--- config.mk ---
export PLATFORM = sky130hd
export DESIGN_NAME = southBridge_flat
export DESIGN_NICKNAME = d
export VERILOG_FILES = /design/src/source/slaveIf.sv /design/src/source/southBridge.sv /design/src/flat_wrapper.sv
export VERILOG_INCLUDE_DIRS = /design/src /design/src/include
export SDC_FILE = /design/constraint.sdc
export NUM_CORES = 1
export LEC_CHECK = 0
export BUFFER_PORTS_ARGS = -buffer_cell sky130_fd_sc_hd__buf_2
export CORE_AREA = 4 4 120 122
export CTS_CLUSTER_DIAMETER = 200
export DETAILED_ROUTE_END_ITERATION = 10
export DIE_AREA = 0 0 124 126
export SLEW_MARGIN = 20
export SYNTH_ARGS = -nofsm -noshare
export SYNTH_HDL_FRONTEND = slang
export SYNTH_SLANG_ARGS = --single-unit
--- constraint.sdc ---
create_clock -name clk -period 11.2 [get_ports clk]
set_clock_uncertainty 0.15 [all_clocks]
set_input_delay 1.68 -clock clk [delete_from_list [all_inputs] [get_ports clk]]
set_output_delay 1.68 -clock clk [all_outputs]
set_load 0.05 [all_outputs]
--- src/include/mipsSys_config.svh ---
// Address map and sizing for the MIPS memory-mapped system
// Memory sits at the bottom of the map; devices live in a 256-byte window
// Timer register offsets are word offsets within a 16-byte timer block
// Control register: bit 0 enable, bits 2:1 mode, bit 3 interrupt mask
`ifndef MIPSSYS_CONFIG_SVH
`define MIPSSYS_CONFIG_SVH

// Data memory, 4 KiB of 32-bit words
`define DM_WORDS    1024
`define DM_BASE     32'h0000_0000
`define DM_LIMIT    32'h0000_0FFF

// Device window and the two timer blocks inside it
`define DEV_BASE    32'h0000_7F00
`define TIMER0_BASE 32'h0000_7F00
`define TIMER1_BASE 32'h0000_7F10
`define TIMER_SPAN  16

// Timer register word offsets
`define REG_CTRL    2'd0
`define REG_PRESET  2'd1
`define REG_COUNT   2'd2

`endif

--- src/source/slaveIf.sv ---
// Single-cycle slave port used between bridges, memory and timers
// sel is high for one cycle per access; be of zero marks a read
// rdata must be combinational and valid in the same cycle as sel
`timescale 1ns/1ps

interface slaveIf;

    logic        sel;
    logic [3:0]  be;
    logic [31:0] addr;
    logic [31:0] wdata;
    logic [31:0] rdata;

    modport master (
        output sel,
        output be,
        output addr,
        output wdata,
        input  rdata
    );

    modport slave (
        input  sel,
        input  be,
        input  addr,
        input  wdata,
        output rdata
    );

endinterface

--- src/source/southBridge.sv ---
// Device-side bridge for the two timers
// Addresses in the device window that miss both timers read zero
// and their writes are dropped
// hwInt is registered once here: timer 0 on bit 2, timer 1 on bit 3,
// extInt on bit 4, bits 7:5 tied to zero
`timescale 1ns/1ps

module southBridge (
    input  logic       clk,
    input  logic       rstN,
    input  logic       extInt,
    input  logic       t0Irq,
    input  logic       t1Irq,
    slaveIf.slave      up,
    slaveIf.master     t0,
    slaveIf.master     t1,
    output logic [7:2] hwInt
);

`include "mipsSys_config.svh"

    logic [31:0] t0Off;
    logic [31:0] t1Off;
    logic        t0Hit;
    logic        t1Hit;

    // Offsets within each timer block
    assign t0Off = up.addr - `TIMER0_BASE;
    assign t1Off = up.addr - `TIMER1_BASE;
    assign t0Hit = t0Off < `TIMER_SPAN;
    assign t1Hit = t1Off < `TIMER_SPAN;

    // Timer 0 port
    assign t0.sel   = up.sel && t0Hit;
    assign t0.be    = up.be;
    assign t0.addr  = t0Off;
    assign t0.wdata = up.wdata;

    // Timer 1 port
    assign t1.sel   = up.sel && t1Hit;
    assign t1.be    = up.be;
    assign t1.addr  = t1Off;
    assign t1.wdata = up.wdata;

    always_comb begin
        if (t0Hit) begin
            up.rdata = t0.rdata;
        end else if (t1Hit) begin
            up.rdata = t1.rdata;
        end else begin
            up.rdata = '0;
        end
    end

    // Interrupt collection
    always_ff @(posedge clk) begin
        if (!rstN) begin
            hwInt <= '0;
        end else begin
            hwInt <= {3'b000, extInt, t1Irq, t0Irq};
        end
    end

endmodule

--- src/flat_wrapper.sv ---
// flat-port wrapper written by rule: the top's interface ports become plain ports
module southBridge_flat 
  (clk, rstN, extInt, t0Irq, t1Irq, hwInt, up_sel, up_be, up_addr, up_wdata, up_rdata, t0_sel, t0_be, t0_addr, t0_wdata, t0_rdata, t1_sel, t1_be, t1_addr, t1_wdata, t1_rdata);
  slaveIf up_i ();
  slaveIf t0_i ();
  slaveIf t1_i ();
  input  logic clk;
  input  logic rstN;
  input  logic extInt;
  input  logic t0Irq;
  input  logic t1Irq;
  output logic [7:2] hwInt;
  input wire logic [$bits(up_i.sel)-1:0] up_sel;
  input wire logic [$bits(up_i.be)-1:0] up_be;
  input wire logic [$bits(up_i.addr)-1:0] up_addr;
  input wire logic [$bits(up_i.wdata)-1:0] up_wdata;
  output wire logic [$bits(up_i.rdata)-1:0] up_rdata;
  output wire logic [$bits(t0_i.sel)-1:0] t0_sel;
  output wire logic [$bits(t0_i.be)-1:0] t0_be;
  output wire logic [$bits(t0_i.addr)-1:0] t0_addr;
  output wire logic [$bits(t0_i.wdata)-1:0] t0_wdata;
  input wire logic [$bits(t0_i.rdata)-1:0] t0_rdata;
  output wire logic [$bits(t1_i.sel)-1:0] t1_sel;
  output wire logic [$bits(t1_i.be)-1:0] t1_be;
  output wire logic [$bits(t1_i.addr)-1:0] t1_addr;
  output wire logic [$bits(t1_i.wdata)-1:0] t1_wdata;
  input wire logic [$bits(t1_i.rdata)-1:0] t1_rdata;
  assign up_i.sel = up_sel;
  assign up_i.be = up_be;
  assign up_i.addr = up_addr;
  assign up_i.wdata = up_wdata;
  assign up_rdata = up_i.rdata;
  assign t0_sel = t0_i.sel;
  assign t0_be = t0_i.be;
  assign t0_addr = t0_i.addr;
  assign t0_wdata = t0_i.wdata;
  assign t0_i.rdata = t0_rdata;
  assign t1_sel = t1_i.sel;
  assign t1_be = t1_i.be;
  assign t1_addr = t1_i.addr;
  assign t1_wdata = t1_i.wdata;
  assign t1_i.rdata = t1_rdata;
  southBridge u_core (.clk(clk), .rstN(rstN), .extInt(extInt), .t0Irq(t0Irq), .t1Irq(t1Irq), .up(up_i), .t0(t0_i), .t1(t1_i), .hwInt(hwInt));
endmodule
==> results of run 1 <==
-- path summary, 6_finish.rpt --
kind / start / end / slack (ns) / cells past startpoint
worst max-delay path: up_addr[8] / up_rdata[30] / 4.05 / 10
worst min-delay path: extInt / u_core.hwInt[4] / 1.52 / 2
-- per-stage QoR --
step | utilization [%] | power, uW | setup WS, ns
after detailed placement | 24.14 | 140.5 | 4.066
after global placement | 24.14 | 140.5 | 4.132
final | 24.74 | 195.9 | 4.054
after floorplan | - | 175.2 | 4.208
after global routing | 24.74 | 204.9 | 3.859
after CTS | 24.74 | 197.9 | 4.053
-- layout make-up --
| cell class | instances | area [sq um] | area share (%) |
|---|---|---|---|
| flip-flops and latches | 3 | 60.06 | 1.840 |
| well taps | 176 | 220.2 | 6.748 |
| inverters | 9 | 33.78 | 1.035 |
| multi-input cells | 242 | 1889 | 57.90 |
| clock buffers | 4 | 78.83 | 2.416 |
| repair buffers | 194 | 980.9 | 30.06 |
-- layer usage --
layer | up-vias | share of wire (%)
met1 | 1344 | 38
met5 | - | 0
li1 | 1375 | -
met2 | 180 | 51
met4 | 0 | 0.77
met3 | 7 | 10
-- power by group through the flow --
stage                     clock, uW  sequential (uW)  combinational, uW
after CTS                      56.9             11.5                130
after global placement            0             11.6                129
after detailed placement          0             11.6                129
after floorplan                   0             13.7                161
after global routing           57.4             11.5                136
final                          55.8             11.5                129
-- critical path: stages --
cell and delay, ns:
buf_2 0.18, ha_1 0.27, nand3_2 0.18, nor3_4 0.45, nor2_1 0.10, xor2_1 0.17
or4_1 0.48, or4b_2 1.12, a2bb2o_1 0.41, buf_2 0.25
-- cell families after synthesis --
kind of cell / Yosys count
flops: 3
compound gates: 54
mux: 2
xor+xnor: 47
fa+ha+maj: 4
buf+inv: 126
simple gates: 132
other cells: 1
-- cell usage in the layout (no fill, tap or decap), types with 9 or more instances in the layout --
cell       instances
buf_2            190
nand3_1           38
o2bb2ai_2         30
xor2_1            27
nor2_1            23
xnor2_1           20
nand2_1           13
inv_1              9
==> metrics, run 1 <==
status=complete, no violations; Cell Area, Synth=between 2000 and 3000 sq um; DR iter-0 viols=170; yosys warns=0; FILL cells=around 1500; Setup TNS=0 ns; CTS Hold Bufs=0; GR Overflow Total=0; Worst Tran Pin Value=approximately 1.1 ns; asr flop ratio synth=0%; drt pass-1 iters=4; most frequent cell after synthesis=buf_4; compound-gate portion of the synthesized area=22.38%; Placed Instance Area=3184 sq um; Worst Hold Class=input port to flop; GPL Wtd Cong=around 0.85; final hold violations=0; ys flop type=dfxtp_1; number of max-cap violations=0; DR vias=2906; vias in the first global route=2828; P&R area growth vs syn=16.48%; post-synthesis mux area share=0.7593%; Sw Pwr=104.0 uW; die height=126 microns; Clock power frac=28.5%; Post-Layout Cell Count=628; leakage=0.001463 uW; max reg flops=3; CTS resizes=0; post-CTS setup buffers=0; dpl hpwl=9569 microns; startpoint class of the critical path=input port; highest clock rate=139.9 MHz; wire per inst=18.08 microns; fin nets=595; largest net degree at the start of global routing=34; M3 GR Usage=2.870%; unrepaired setup endpoints after global routing=no; worst hold margin=about 1.5 ns; Die Area=roughly 16000 sq um; number of clock sinks=3; Final Cycle Share=between 60% and 70%; CTS tree=yes; slew margin rel.=24.88%; Die W=124 microns; Largest regs=u_core.hwInt (3); layout cells sized above 1=52.88%; Seq/Total Area, Yosys=2.144%; Final min period=7.146 ns; busiest layer in global routing=met2; sw frac=53.09%; first-pass GRT wire length=16100 microns; Design Area, Final=3263 sq um; Placed Instances=624; n_diodes=0; worst vdd ir=0.03257 mV; synthesized area per cell=7.592 sq um; Final setup viols=0; critical path required time=9.37 ns; total CTS buffers=3; Synth top area share=23.58%; Tot GR Track Use=around an eighth; Post-synth EDFFs=0; sequential share of power=5.8%; Antenna Nets Post-Route=0; pwr dens=around 60 nW/um^2; Syn Inst Count=approximately 370; Synth top cells by count=88 x buf_4, 38 x nand3_1, 30 x o2bb2ai_2; Clock transition at path regs=0.03 ns; Netlist cell types=50; Post-Synth Adder-Cell Area=1.787%; antenna violations before repair=0; CP endpoint kind=output pin; XOR/XNOR share of the synthesized area=between 10% and 20%; Via density=roughly 4.6; ranking of synthesized cells by area=buf_4 24%, o2bb2ai_2 16%, xor2_1 8.4%; Gate power share=65.7%; Internal Pwr Total=91.91 uW; Core Footprint=roughly 13000 sq um; port bufs=190; starting density of the core=between 20% and 30%; met2 Use GR=24.37%; final wirelength=roughly 11000 microns; drt drc=0; met1 GRT Util=15.14%; crit path max fanout=33; # IOs=314; Most flops, register=u_core.hwInt; CP Data Arrival Time=5.32 ns; Final Max Tran Viols=0; FP Rows=42; Clock Path Buffers=2; Crit Path Class=input port to output pin; H-tree depth=1; register bit total from synthesis=3; Simple-Gate Fraction of Synth Area=27.24%; largest family of logic cells by synthesized area=buffers and inverters; area leader, netlist=buf_4; Root Driver=clkbuf_16
No activity file was read; power rests on OpenSTA's default activity.
==> run 2: changes to the inputs <==
- CORE_AREA: 4 4 120 122 -> 4 4 121 123
- DIE_AREA: 0 0 124 126 -> 0 0 125 127
- clock period: 11.2 -> 6.5 ns (I/O delays scaled with it)
==> metrics, run 2 (synthesis results as in run 1) <==
pwr dens=103.7 nW/um^2; drt pass-1 iters=4; wire per inst=17.46 microns; final hold violations=0; slew margin rel.=25.67%; CTS Hold Bufs=0; H-tree depth=1; Die Area=around 16000 sq um; Critical Path End=up_rdata[4]; highest clock rate=175.0 MHz; Worst Tran Pin Value=~1.1 ns; Crit Path Class=input port to output pin; Worst path max stage delay=1.10 ns; leakage=0.001469 uW; DR vias=2900; critical path required time=5.37 ns; critical path's top delay family=simple AND/OR/NAND/NOR gates; drt drc=0; Final setup viols=0; CP Data Arrival Time=roughly 4.6 ns; # IOs=~310; Setup TNS=0 ns; GPL Wtd Cong=~0.86; Via density=4.581; first-pass GRT wire length=about 17000 microns; crit path max-delay cell type=or4b_2; fin nets=596; Core Util, Final=23.97%; Clock Path Buffers=2; port bufs=190; unrepaired setup endpoints after global routing=no; Crit path top cell by count=buf_2; antenna violations before repair=0; GR Overflow Total=0; starting density of the core=approximately a fifth; Placed Instance Area=~3200 sq um; P&R area growth vs syn=16.93%; commonest non-fill, non-tap cell in the layout=buf_2; Most flops, register=u_core.hwInt; total power=339.8 uW; total CTS buffers=3; Clock transition at path regs=0.03 ns; commonest non-fill, non-tap cells in the layout=190 x buf_2, 38 x nand3_1, 30 x o2bb2ai_2; Final Max Tran Viols=0; CTS resizes=0; crit path max fanout=33; post-CTS setup buffers=0; crit path cell chain=buf_2, ha_1, nand3_2, nor3_4, nor2_1, xor2_1, or4b_1, or4b_2, o2bb2ai_2, buf_2; Final min period=between 5 and 6 ns; number of clock sinks=3; max reg flops=3; Root Driver=clkbuf_16; Design Area, Final=3276 sq um; layout cells sized above 1=52.98%; Worst Hold Class=input port to flop; final wirelength=11050 microns; Core Footprint=13670 sq um; Tot GR Track Use=12.96%; FP Rows=between 40 and 50; largest net degree at the start of global routing=34; Die W=125 microns; status=complete, no violations; DR iter-0 viols=167; CTS tree=yes; startpoint class of the critical path=input port; n_diodes=0; Antenna Nets Post-Route=0; worst vdd ir=~0.052 mV; Largest regs=u_core.hwInt (3); sum of buffers and inverters on the critical path=2; dpl hpwl=~9300 microns; vias in the first global route=2959; CP Depth=10; Final Cycle Share=87.89%; number of max-cap violations=0; die height=127 microns; CP endpoint kind=output pin; CP startpoint=up_addr[8]
[run 2: changes by cell type in the layout (fill, tap and decap cells not counted)]
cell	change
buf_4	+1
[run 2: worst min-delay path by stage]
stage | slack [ns] | cells after the start | start | end
global placement | 1.03 | 2 | t1Irq | u_core.hwInt[3]
CTS | 0.80 | 2 | t0Irq | u_core.hwInt[2]
floorplan | 0.95 | 1 | t0Irq | u_core.hwInt[2]
finish | 0.80 | 2 | t0Irq | u_core.hwInt[2]
global route | 0.80 | 2 | t0Irq | u_core.hwInt[2]
detailed placement | 1.03 | 2 | t0Irq | u_core.hwInt[2]
[run 2: area by class of cell]
| class | instances | area, sq um |
|---|---|---|
| well taps | 180 | 225.2 |
| fillers | 1556 | 10390 |
| clock buffers | 4 | 78.83 |
| multi-input cells | 242 | 1889 |
| repair buffers | 195 | 988.4 |
| inverters | 9 | 33.78 |
| flip-flops and latches | 3 | 60.06 |
[run 2: stage by stage]
step                      std cells  hold slack (ns)  setup slack, ns
after floorplan                 371           0.9467           0.9178
after global placement          629            1.030           0.8756
after detailed placement        629            1.030           0.7893
after CTS                       633           0.8030           0.7811
after global routing            633           0.8036           0.4762
final                           633           0.8044           0.7869
[run 2: where the power goes]
group	internal (uW)	leakage (uW)	switching [uW]
clock network	81.0	0.0000382	17.8
registers	19.5	0.0000250	0.171
logic	58.1	0.00141	163
total	159	0.00147	181
[run 2: metal layers]
layer	vias to the layer above	routed length [microns]	share of wire [%]	global-route usage, %
li1	1371	-	-	-
met1	1305	4411	40	16.05
met2	207	5274	48	22.21
met3	17	1163	11	4.097
met4	0	204	1.8	2.679
met5	-	0	0	0
==> run 3: changes to the inputs <==
- CORE_AREA: 4 4 121 123 -> 2 2 122 124
- DIE_AREA: 0 0 125 127 -> 0 0 124 126
- PLACE_DENSITY: unset -> 0.6
==> metrics, run 3 (synthesis results as in run 1) <==
sw frac=a little over half; Register Area=60.06 sq um; Clock Path Buffers=2; Final setup viols=0; Largest regs=u_core.hwInt (3); CP Data Arrival Time=4.55 ns; unrepaired setup endpoints after global routing=no; Clock power frac=28.7%; pre-CTS WS=0.8059 ns; total power=338.8 uW; Final min period=5.671 ns; CP endpoint kind=output pin; drt pass-1 iters=4; Worst Tran Pin Value=0.8440 ns; fin nets=598; startpoint of the worst hold path=extInt; number of max-cap violations=0; port bufs=190; worst vdd ir=0.07758 mV; GPL Wtd Cong=about 0.87; max reg flops=3; Crit Path Class=input port to output pin; Worst Hold Class=input port to flop; # IOs=314; Gate power share=65.4%; Antenna Nets Post-Route=0; WHS Endpoint=u_core.hwInt[4]; hold depth=2; Die W=124 microns; Tot GR Track Use=about 13%; commonest non-fill, non-tap cells in the layout=190 x buf_2, 38 x nand3_1, 30 x o2bb2ai_2; GR Overflow Total=0; pwr dens=102.8 nW/um^2; largest net degree at the start of global routing=34; H-tree depth=1; FILL cells=1637; FP Rows=44; final hold violations=0; drt drc=0; Core Footprint=about 14000 sq um; slew margin rel.=43.73%; number of clock sinks=3; Core Util, Final=23.02%; commonest non-fill, non-tap cell in the layout=buf_2; CTS resizes=0; DR vias=2931; first-pass GRT wire length=15280 microns; final wirelength=10810 microns; CTS Hold Bufs=0; Clock transition at path regs=0.03 ns; Final Cycle Share=87.25%; Setup TNS=0 ns; DR iter-0 viols=99; starting density of the core=19.57%; vias in the first global route=2717; dpl hpwl=9073 microns; antenna violations before repair=0; n_diodes=0; Die Area=15620 sq um; Sw Pwr=180.2 uW; total CTS buffers=3; CTS tree=yes; Root Driver=clkbuf_16; Most flops, register=u_core.hwInt; Final Max Tran Viols=0; sequential share of power=5.8%; final worst slack=0.8288 ns; highest clock rate=176.3 MHz; multi-input logic area=1889 sq um; Internal Pwr Total=158.6 uW; die height=between 100 and 150 microns; status=complete, no violations; Via density=~4.6; Post-Layout Cell Count=639; Placed Instances=635; leakage=0.001477 uW; layout cells sized above 1=53.19%; post-CTS setup buffers=0; startpoint class of the critical path=input port; crit path max fanout=23; critical path required time=around 5.4 ns; wire per inst=16.92 microns; P&R area growth vs syn=17.64%
run 3: cell types whose count changed in the layout (fill, tap and decap cells not counted), sizes merged:
cell  change
buf       +2
run 3: power by group through the flow:
stage / Combinational, uW / Sequential [uW] / Clock (uW)
after global placement: 223 / 20.0 / 0
final: 222 / 19.8 / 97.3
after global routing: 234 / 19.8 / 99.6
after floorplan: 278 / 23.6 / 0
after CTS: 223 / 19.8 / 98.3
after detailed placement: 222 / 20.0 / 0
run 3: how the worst max path moves through the flow:
stage	start	slack (ns)	endpoint	cells past startpoint
finish	up_addr[8]	0.83	up_rdata[9]	11
global route	up_addr[8]	0.60	up_rdata[31]	11
CTS	up_addr[8]	0.80	up_rdata[9]	11
detailed placement	up_addr[8]	0.81	up_rdata[9]	11
global placement	up_addr[8]	0.90	up_rdata[31]	11
floorplan	up_addr[4]	0.92	t1_sel	11
run 3: area by class of cell:
| cell class | instances | share of cell area (%) |
|---|---|---|
| Tap cell | 184 | 6.986 |
| Timing Repair Buffer | 197 | 30.45 |
| Inverter | 9 | 1.025 |
| Clock buffer | 4 | 2.392 |
| Sequential cell | 3 | 1.822 |
| Multi-Input combinational cell | 242 | 57.33 |
run 3: metal layers:
| layer | GRT usage [%] | wire [microns] | up-vias |
|---|---|---|---|
| li1 | - | - | 1379 |
| met1 | 15.44 | 4475 | 1339 |
| met2 | 21.98 | 5121 | 200 |
| met3 | 3.080 | 1103 | 13 |
| met4 | 2.445 | 108 | 0 |
| met5 | 0 | 0 | - |
run 3: through the flow:
step                      hold slack [ns]  cell area, sq um
final                              0.8100              3296
after floorplan                    0.9467              2809
after detailed placement            1.041              3217
after global routing               0.8220              3296
after CTS                          0.8124              3296
after global placement              1.027              3217
run 3: worst max-delay path, stage by stage:
cell	delay (ns)
buf_2	0.18
ha_1	0.26
nand3_2	0.17
nor3_4	0.45
nor2_1	0.10
xor2_1	0.17
or4_1	0.48
or4b_2	1.04
buf_4	0.32
o2bb2ai_2	0.11
buf_2	0.27
