[src/include/mipsSys_config.svh]
// Address map and sizing for the MIPS memory-mapped system
// Memory sits at the bottom of the map; devices live in a 256-byte window
// Timer register offsets are word offsets within a 16-byte timer block
// Control register: bit 0 enable, bits 2:1 mode, bit 3 interrupt mask
`ifndef MIPSSYS_CONFIG_SVH
`define MIPSSYS_CONFIG_SVH

// Data memory, 4 KiB of 32-bit words
`define DM_WORDS    1024
`define DM_BASE     32'h0000_0000
`define DM_LIMIT    32'h0000_0FFF

// Device window and the two timer blocks inside it
`define DEV_BASE    32'h0000_7F00
`define TIMER0_BASE 32'h0000_7F00
`define TIMER1_BASE 32'h0000_7F10
`define TIMER_SPAN  16

// Timer register word offsets
`define REG_CTRL    2'd0
`define REG_PRESET  2'd1
`define REG_COUNT   2'd2

`endif

[src/source/mipsPkg.sv]
// Shared types for the MIPS memory-mapped system
// Timer mode values 2 and 3 are not named and behave as one-shot
package mipsPkg;

    // Where an accepted CPU request is routed
    typedef enum logic [1:0] {
        TGT_MEM,
        TGT_SOUTH,
        TGT_NONE
    } busTargetE;

    // Timer operating mode, control bits 2:1
    typedef enum logic [1:0] {
        MODE_ONESHOT = 2'd0,
        MODE_RELOAD  = 2'd1
    } timerModeE;

    // Timer counter FSM
    typedef enum logic [1:0] {
        T_IDLE,
        T_LOAD,
        T_COUNT,
        T_DONE
    } timerStateE;

endpackage

[src/source/slaveIf.sv]
// Single-cycle slave port used between bridges, memory and timers
// sel is high for one cycle per access; be of zero marks a read
// rdata must be combinational and valid in the same cycle as sel
`timescale 1ns/1ps

interface slaveIf;

    logic        sel;
    logic [3:0]  be;
    logic [31:0] addr;
    logic [31:0] wdata;
    logic [31:0] rdata;

    modport master (
        output sel,
        output be,
        output addr,
        output wdata,
        input  rdata
    );

    modport slave (
        input  sel,
        input  be,
        input  addr,
        input  wdata,
        output rdata
    );

endinterface

[src/source/northBridge.sv]
// CPU-facing bridge with one response register
// A request is decoded, sent to one slave and answered the next cycle
// Only one response can be pending; reqReady drops under back-pressure
// Unmapped reads return zero and unmapped writes are dropped
`timescale 1ns/1ps

module northBridge import mipsPkg::*; (
    input  logic        clk,
    input  logic        rstN,
    input  logic        reqValid,
    input  logic [31:0] reqAddr,
    input  logic [31:0] reqWdata,
    input  logic [3:0]  reqBe,
    output logic        reqReady,
    output logic        rspValid,
    output logic [31:0] rspRdata,
    input  logic        rspReady,
    slaveIf.master      memIf,
    slaveIf.master      southIf,
    input  logic [7:2]  irqIn,
    output logic [7:2]  hwInt
);

`include "mipsSys_config.svh"

    localparam logic [31:0] DevBase = `DEV_BASE;

    logic        outOfReset;
    logic        accept;
    logic        isWrite;
    busTargetE   target;
    logic [31:0] readData;

    // Ready is held low for the whole reset period
    assign reqReady = outOfReset && (!rspValid || rspReady);
    assign accept   = reqValid && reqReady;
    assign isWrite  = |reqBe;

    // Address decode
    always_comb begin
        if ((reqAddr - `DM_BASE) <= (`DM_LIMIT - `DM_BASE)) begin
            target = TGT_MEM;
        end else if (reqAddr[31:8] == DevBase[31:8]) begin
            target = TGT_SOUTH;
        end else begin
            target = TGT_NONE;
        end
    end

    // Request fields go straight to both slaves, only sel is steered
    assign memIf.sel     = accept && (target == TGT_MEM);
    assign memIf.be      = reqBe;
    assign memIf.addr    = reqAddr;
    assign memIf.wdata   = reqWdata;

    assign southIf.sel   = accept && (target == TGT_SOUTH);
    assign southIf.be    = reqBe;
    assign southIf.addr  = reqAddr;
    assign southIf.wdata = reqWdata;

    // Read data mux, writes answer with zero
    always_comb begin
        readData = '0;
        if (!isWrite) begin
            case (target)
                TGT_MEM:   readData = memIf.rdata;
                TGT_SOUTH: readData = southIf.rdata;
                default:   readData = '0;
            endcase
        end
    end

    always_ff @(posedge clk) begin
        if (!rstN) begin
            outOfReset <= 1'b0;
            rspValid   <= 1'b0;
            hwInt      <= '0;
        end else begin
            outOfReset <= 1'b1;
            hwInt      <= irqIn;
            if (accept) begin
                rspValid <= 1'b1;
            end else if (rspReady) begin
                rspValid <= 1'b0;
            end
        end
    end

    // Response payload
    always_ff @(posedge clk) begin
        if (accept) begin
            rspRdata <= readData;
        end
    end

endmodule

[src/flat_wrapper.sv]
// flat-port wrapper written by rule: the top's interface ports become plain ports
module northBridge_flat import mipsPkg::*;
  (clk, rstN, reqValid, reqAddr, reqWdata, reqBe, reqReady, rspValid, rspRdata, rspReady, irqIn, hwInt, memIf_sel, memIf_be, memIf_addr, memIf_wdata, memIf_rdata, southIf_sel, southIf_be, southIf_addr, southIf_wdata, southIf_rdata);
  slaveIf memIf_i ();
  slaveIf southIf_i ();
  input  logic clk;
  input  logic rstN;
  input  logic reqValid;
  input  logic [31:0] reqAddr;
  input  logic [31:0] reqWdata;
  input  logic [3:0] reqBe;
  output logic reqReady;
  output logic rspValid;
  output logic [31:0] rspRdata;
  input  logic rspReady;
  input  logic [7:2] irqIn;
  output logic [7:2] hwInt;
  output wire logic [$bits(memIf_i.sel)-1:0] memIf_sel;
  output wire logic [$bits(memIf_i.be)-1:0] memIf_be;
  output wire logic [$bits(memIf_i.addr)-1:0] memIf_addr;
  output wire logic [$bits(memIf_i.wdata)-1:0] memIf_wdata;
  input wire logic [$bits(memIf_i.rdata)-1:0] memIf_rdata;
  output wire logic [$bits(southIf_i.sel)-1:0] southIf_sel;
  output wire logic [$bits(southIf_i.be)-1:0] southIf_be;
  output wire logic [$bits(southIf_i.addr)-1:0] southIf_addr;
  output wire logic [$bits(southIf_i.wdata)-1:0] southIf_wdata;
  input wire logic [$bits(southIf_i.rdata)-1:0] southIf_rdata;
  assign memIf_sel = memIf_i.sel;
  assign memIf_be = memIf_i.be;
  assign memIf_addr = memIf_i.addr;
  assign memIf_wdata = memIf_i.wdata;
  assign memIf_i.rdata = memIf_rdata;
  assign southIf_sel = southIf_i.sel;
  assign southIf_be = southIf_i.be;
  assign southIf_addr = southIf_i.addr;
  assign southIf_wdata = southIf_i.wdata;
  assign southIf_i.rdata = southIf_rdata;
  northBridge u_core (.clk(clk), .rstN(rstN), .reqValid(reqValid), .reqAddr(reqAddr), .reqWdata(reqWdata), .reqBe(reqBe), .reqReady(reqReady), .rspValid(rspValid), .rspRdata(rspRdata), .rspReady(rspReady), .memIf(memIf_i), .southIf(southIf_i), .irqIn(irqIn), .hwInt(hwInt));
endmodule
[config.mk]
export PLATFORM = sky130hd
export DESIGN_NAME = northBridge_flat
export DESIGN_NICKNAME = d
export VERILOG_FILES = /design/src/source/mipsPkg.sv /design/src/source/slaveIf.sv /design/src/source/northBridge.sv /design/src/flat_wrapper.sv
export VERILOG_INCLUDE_DIRS = /design/src /design/src/include
export SDC_FILE = /design/constraint.sdc
export NUM_CORES = 1
export LEC_CHECK = 0
export BUFFER_PORTS_ARGS = -buffer_cell sky130_fd_sc_hd__buf_2
export CAP_MARGIN = 20
export CELL_PAD_IN_SITES_DETAIL_PLACEMENT = 1
export CELL_PAD_IN_SITES_GLOBAL_PLACEMENT = 1
export CORE_AREA = 2 2 126 128
export DETAILED_ROUTE_END_ITERATION = 8
export DIE_AREA = 0 0 128 130
export GPL_TIMING_DRIVEN = 0
export PLACE_DENSITY_LB_ADDON = 0.1
export RECOVER_POWER = 50
export SLEW_MARGIN = 20
export SYNTH_ARGS = -nofsm -noshare
export SYNTH_HDL_FRONTEND = slang
export SYNTH_SLANG_ARGS = --single-unit
[constraint.sdc]
create_clock -name clk -period 2.29 [get_ports clk]
set_clock_uncertainty 0.1 [all_clocks]
set_input_delay 0.1145 -clock clk [delete_from_list [all_inputs] [get_ports clk]]
set_output_delay 0.1145 -clock clk [all_outputs]
set_load 0.01 [all_outputs]
==> out/qor.csv, run 1 <==
metric,value,unit
overflow,0,
critPathTopFamily,buffers and inverters,
seq_area,0.001121,sq mm
nFillCells,1913,
status,finished clean,
fin_tns_setup,0,ps
hold-worst-slack,64.45,ps
viasPerCell,4.190,
maxSlewHeadroom,0.6262,
totalPowerFinal,0.002209,W
netlist_instances,326,
ys_types,23,
hpwl,11780,microns
gp_congestion,0.7685,
row_count,46,
end_kind,output port,
tightest_slew,560.7,ps
final_max_slew_viol_count,0,
totalWireLength,13840,microns
crit_type,input port to output port,
cts_resized,0,
synth_edf_count,32,
clock_sinks,40,
pwr-share-seq,0.362,
yosysSeqAreaShare,0.3386,
netlist_area,0.003311,sq mm
combPwrFrac,0.263,
clockBufferDepth,2,
synthFlopType,edfxtp_1,
p_clk_frac,0.374,
multiInputGateArea,991.0,sq um
h-tree-depth,2,
clkTransAtPathRegs,60,ps
drtPass1Iterations,4,
vias,3411,
arrival,1490,ps
syn_nets,468,
grt_use_met3,0.04264,
final_util,0.3282,
ys_ff_latch,40,
cp_slowest_cell,clkbuf_1,
async_reset_ff_frac,0,
cp_num_buf_inv,3,
avgSynthCellArea,10.16,sq um
post-synth-top-area-fraction,0.3107,
crit_chain,buf_2 > nor3_4 > clkbuf_1 > nand2_1 > nor3_2 > buf_2,
grtUsageMet2,0.3124,
grt_most_used_layer,met2,
dieWidth,128,microns
finalCritPeriodShare,0.7447,
p_int,0.001627,W
cts-root-buf,clkbuf_16,
switchingPower,0.0005825,W
crit_fanout,10,
clk_latency,280,ps
port-buffer-count,279,
holdCritPathClass,input port to flip-flop,
cp_common_cell,buf_2,
grt_pass1_wl,19930,microns
setup_viol,0,
grt_pass1_vias,3603,
grt_max_degree,26,
synth_area_leader_cell,buf_4,
drtIter0Drc,92,
critPathLaunchType,input port,
rsz0062_at_grt,no,
grt_usage,0.1562,
final_antenna_net_count,0,
pin_count,320,
hold_violations,0,
vdd_drop_max,276.9,uV
fin_crit,1705,ps
coreArea,0.01542,sq mm
routedWlPerCell,17.00,microns
cts_tree,done,
cts_buffers,5,
fin_nets,762,
dieArea,0.01664,sq mm
area_growth,52.91,%
p_per_area,436.4,mW/mm^2
start_util,0.2146,
yosysWarnings,0,
synth_area_leaders,"buf_4, edfxtp_1, a211oi_2",
die_y,130,microns
grt_antenna_before_repair,2,
p_sw_frac,0.2637,
max_clock_freq,586.4,MHz
max_stage_delay,430,ps
drive_gt1_frac,0.5781,
worst-endpoint-required,2080,ps
drc,0,
use_met1,0.1630,
maxCapViolations,0,
power.leakage,2.200,nW
-- power groups by stage --
| stage | Combinational [W] | Sequential [W] | Clock [W] |
|---|---|---|---|
| 3_3_place_gp | 0.000602 | 0.000817 | 0 |
| 2_1_floorplan | 0.000311 | 0.000825 | 0 |
| 3_5_place_dp | 0.000611 | 0.000816 | 0 |
| 6_report | 0.000582 | 0.000801 | 0.000827 |
| 5_1_grt | 0.000630 | 0.000801 | 0.000879 |
| 4_1_cts | 0.000623 | 0.000801 | 0.000854 |
-- sequential cells by signal, summed over array words and instances (netlist names) --
signal / cells
u_core.rspValid: 1
u_core.rspRdata: 32
u_core.hwInt: 6
u_core.outOfReset: 1
-- metal layers --
metal | wire [microns] | vias up | share of wire
met5 | 13 | - | 0.00094
met4 | 116 | 2 | 0.0084
met2 | 7813 | 152 | 0.56
li1 | - | 1634 | -
met3 | 964 | 9 | 0.070
met1 | 4928 | 1614 | 0.36
-- cells in the mapped netlist, types with 2 or more instances --
| library cell | instances |
|---|---|
| and4_1 | 6 |
| nor4_2 | 3 |
| nor3_2 | 3 |
| a211oi_2 | 30 |
| edfxtp_1 | 32 |
| nand3_1 | 39 |
| buf_2 | 10 |
| and2_1 | 7 |
| a211oi_1 | 2 |
| buf_4 | 137 |
| clkbuf_1 | 4 |
| buf_6 | 9 |
| dfxtp_1 | 8 |
| nand4_1 | 27 |
-- final cells by class --
cell class              count  area share
flip-flops and latches     40      0.2215
repair buffers            287      0.2630
clock buffers               8     0.03510
plain buffers             160      0.2360
multi-input cells         125      0.1957
well taps                 192     0.04745
diodes                      1   0.0004943
inverters                   1   0.0007415
-- cells in the final DEF (no fill, tap or decap) --
master and instances:
nand2b_1 1, buf_12 1, nand2_1 1, clkbuf_1 128, a21boi_0 1, diode_2 1, dfxtp_1 8, clkbuf_4 1
nand3_1 39, clkbuf_16 6, and4_1 6, buf_2 165, buf_6 9, clkbuf_8 2, edfxtp_1 32, nand4_4 1
a211oi_2 30, nor4_2 3, dlygate4sd3_1 7, nor3_4 1, buf_4 136, nor3_2 3, inv_2 1, nand4_1 27
and2_1 7, and3_1 1, nor2_1 1, a211oi_1 2, or4_1 1
-- cells by family (layout without fill, tap and decap cells) --
| group | after synthesis | in the layout | share of synthesized area |
|---|---|---|---|
| and+or+nand+nor | 92 | 92 | 0.1791 |
| buffers and inverters | 161 | 456 | 0.3621 |
| AOI/OAI and AO/OA | 33 | 33 | 0.1202 |
| other | 0 | 1 | 0 |
| DFF | 40 | 40 | 0.3386 |
-- worst reg2reg max path, stage by stage, from the launching register on --
cell,delay (ps)
dfxtp_1,310
nand2b_1,100
nand3_1,180
inv_2,250
buf_12,230
-- per-stage QoR --
stage | cell area (sq um) | setup WS, ps | instances
after CTS | 5215 | 549.4 | 813
after global routing | 5060 | 458.4 | 813
after detailed placement | 4967 | 552.2 | 798
after floorplan | 3311 | 562.4 | 326
final | 5062 | 584.7 | 814
after global placement | 4947 | 94.72 | 797
-- worst paths after layout --
| path | start | endpoint | slack, ps | cells past startpoint |
|---|---|---|---|---|
| max reg2reg | u_core.rspValid$_SDFFE_PN0P_ | u_core.rspRdata[23]$_SDFFCE_PP0P_ | 800 | 4 |
| min reg2reg | u_core.rspValid$_SDFFE_PN0P_ | u_core.rspValid$_SDFFE_PN0P_ | 450 | 2 |
| max | reqAddr[12] | memIf_sel | 580 | 6 |
| min | rspReady | u_core.rspValid$_SDFFE_PN0P_ | 60 | 3 |
-- what timing repair did --
action                    in CTS  in global routing
hold endpoints to repair       7                  0
buffers inserted               0                  0
hold buffers                   7                  0
No activity file was read; power rests on OpenSTA's default activity.
==> inputs of run 2 (changes only) <==
- ABC_AREA: unset -> 1
- CORE_AREA: 2 2 126 128 -> 2 2 124 126
- DIE_AREA: 0 0 128 130 -> 0 0 126 128
- clock period: 2.29 -> 1.6 ns (I/O delays scaled with it)
==> run 2 against run 1 <==
Sequential share of layout area increased by 0.31 points; sequential power increased by 47%; total power increased by 44%; area after synthesis decreased by 5.2%; cell count increased by 13%; cell area decreased by 1.3%; combinational power increased by 44%; clock power increased by 41%; critical path type unchanged; highest routed layer is now met4.
==> out/qor.csv, run 2 <==
metric,value,unit,change
vdd_drop_max,393.1,uV,+42%
syn_nets,571,,+22%
netlist_instances,429,,+32%
rsz0062_at_grt,no,,
routedWlPerCell,13.05,microns,-23%
arrival,1240,ps,-250 ps
worst-endpoint-required,1420,ps,-660 ps
clockBufferDepth,2,,unchanged
viasPerCell,3.743,,-11%
async_reset_ff_frac,0,,unchanged
drive_gt1_frac,0.4358,,-0.1423
finalCritPeriodShare,0.8882,,
cts_tree,done,,
dp_slack,-318.1,ps,-870.3 ps
dpl_cell_area,0.004782,sq mm,-3.7%
yosysWarnings,0,,unchanged
cp_slowest_cell,buf_2,,
grt_antenna_before_repair,1,,-1
dieWidth,126,microns,-1.6%
crit_fanout,10,,unchanged
grt_pass1_vias,3612,,+0.25%
clk_latency,280,ps,about the same
regMostFlops,u_core.rspRdata,,
drtIter0Drc,109,,+18%
pin_count,320,,unchanged
overflow,0,,unchanged
fin_nets,873,,+15%
post-synth-top-area-fraction,0.3254,,+0.01470
h-tree-depth,2,,unchanged
end_kind,output port,,
grt_pass1_wl,17710,microns,-11%
drc,0,,unchanged
synthMostInstantiatedCell,nor2_1,,
status,finished clean,,
fin_crit,1421,ps,
yosysSeqAreaShare,0.3573,,+0.01863
fin_tns_setup,0,ps,unchanged
holdCritPathClass,input port to flip-flop,,
top_regs,"u_core.rspRdata x32, u_core.hwInt x6",,
max_clock_freq,703.7,MHz,
start_util,0.2111,,-0.003522
grt_max_degree,18,,-31%
final_antenna_net_count,0,,unchanged
maxCapViolations,0,,unchanged
critPathLaunchType,input port,,
gp_congestion,0.7360,,-4.2%
synth_edf_count,32,,unchanged
crit_chain,buf_2 > nor2_1 > nand2_1 > nor2_4 > nand3_2 > buf_2 > nor2_1 > buf_2,,
avgSynthCellArea,7.315,sq um,-28%
cts-root-buf,clkbuf_16,,
p_per_area,637.3,mW/mm^2,+46%
row_count,45,,-2.2%
p_int,0.002377,W,+46%
yosys-top-cells-count,"nor2_1, buf_4, inv_1",,
final_cell_mix,"buf_2, nor2_1, buf_4, clkbuf_1, inv_1",,
p_clk_frac,0.367,,-0.007
area_growth,59.29,%,
combPwrFrac,0.263,,about the same
crit_type,input port to output port,,
synth_area_leader_cell,buf_4,,
setup_viol,0,,unchanged
final_common_cell,buf_2,,
max_stage_delay,230,ps,-200 ps
maxSlewHeadroom,0.8448,,+0.2186
p_sw_frac,0.2539,,-0.009737
coreArea,0.01486,sq mm,-3.6%
largest_reg_flops,32,,unchanged
tightest_slew,232.8,ps,-327.9 ps
clock_sinks,40,,unchanged
synthFlopType,edfxtp_1,,
power.leakage,2.587,nW,+18%
vias,3447,,+1.1%
final_max_slew_viol_count,0,,unchanged
ys_types,14,,-39%
drtPass1Iterations,4,,unchanged
hold_violations,0,,unchanged
cts_buffers,5,,unchanged
port-buffer-count,279,,unchanged
switchingPower,0.0008088,W,+39%
design_area,0.004999,sq mm,-1.3%
ys_ff_latch,40,,unchanged
netlist_area,0.003138,sq mm,-5.2%
dieArea,0.01613,sq mm,-3.1%
hpwl,10140,microns,-14%
pwr-share-seq,0.370,,+0.008
synth_area_leaders,"buf_4, edfxtp_1, nor2_1",,
totalPowerFinal,0.003185,W,+44%
cp_common_cell,buf_2,,
clkTransAtPathRegs,60,ps,about the same
grt_usage,0.1401,,-0.01608
fin_ws,178.8,ps,-405.9 ps
totalWireLength,12020,microns,-13%
die_y,128,microns,-1.5%
[run 2: kinds of logic after synthesis]
group	count (synthesis)	share of synthesized area
AO/OA/AOI/OAI	2	0.003187
buffers and inverters	221	0.4306
flip-flops	40	0.3573
AND/OR/NAND/NOR	166	0.2089
[run 2: layout make-up]
| class | count | area (sq um) |
|---|---|---|
| well taps | 188 | 235.2 |
| inverters | 76 | 289.0 |
| repair buffers | 294 | 1410 |
| plain buffers | 145 | 1069 |
| multi-input cells | 168 | 685.7 |
| flip-flops and latches | 40 | 1122 |
| clock buffers | 8 | 177.7 |
| repair inverters | 1 | 7.507 |
| fillers | 2001 | 9866 |
| diodes | 1 | 2.502 |
[run 2: worst paths after layout]
path / to / depth (start not counted) / slack (ps) / from
worst max-delay path: southIf_sel / 8 / 180 / reqAddr[29]
worst min-delay path: u_core.rspValid$_SDFFE_PN0P_ / 4 / 5 / rspReady
worst max register to register: u_core.rspRdata[25]$_SDFFCE_PP0P_ / 6 / 290 / u_core.rspValid$_SDFFE_PN0P_
worst min register to register: u_core.rspValid$_SDFFE_PN0P_ / 4 / 500 / u_core.rspValid$_SDFFE_PN0P_
[run 2: power groups by stage]
| stage | registers (W) | clock network, W | logic [W] |
|---|---|---|---|
| 4_1_cts | 0.00118 | 0.00121 | 0.000881 |
| 6_report | 0.00118 | 0.00117 | 0.000836 |
| 3_3_place_gp | 0.00120 | 0 | 0.000845 |
| 3_5_place_dp | 0.00120 | 0 | 0.000851 |
| 2_1_floorplan | 0.00123 | 0 | 0.000419 |
| 5_1_grt | 0.00118 | 0.00125 | 0.000910 |
[run 2: per-stage QoR]
step,utilization,instances,hold slack (ps)
5_1_grt,0.3363,921,63.07
6_report,0.3363,921,5.162
3_5_place_dp,0.3217,896,169.5
2_1_floorplan,-,429,7.717
4_1_cts,0.3429,918,0.9248
3_3_place_gp,0.3217,896,160.3
[run 2: critical path: cells and delay by family]
family                 cells  cell delay (ps)
and+or+nand+nor            5              670
buffers and inverters      3              490
[run 2: what timing repair did]
| item | in CTS | in global routing |
|---|---|---|
| endpoints found under the hold margin | 8 | 0 |
| gates cloned | 1 | 0 |
| gates resized for setup | 1 | 3 |
| setup buffers | 0 | 2 |
| hold buffers | 13 | 0 |
| setup endpoints to repair | 33 | 35 |
[run 2: layer usage]
layer / global-route usage / share of wire / vias up
met5: 0 / 0 / -
met4: 0.03943 / 0.012 / 0
met3: 0.04549 / 0.090 / 11
met2: 0.2837 / 0.57 / 158
met1: 0.1333 / 0.33 / 1560
li1: - / - / 1718
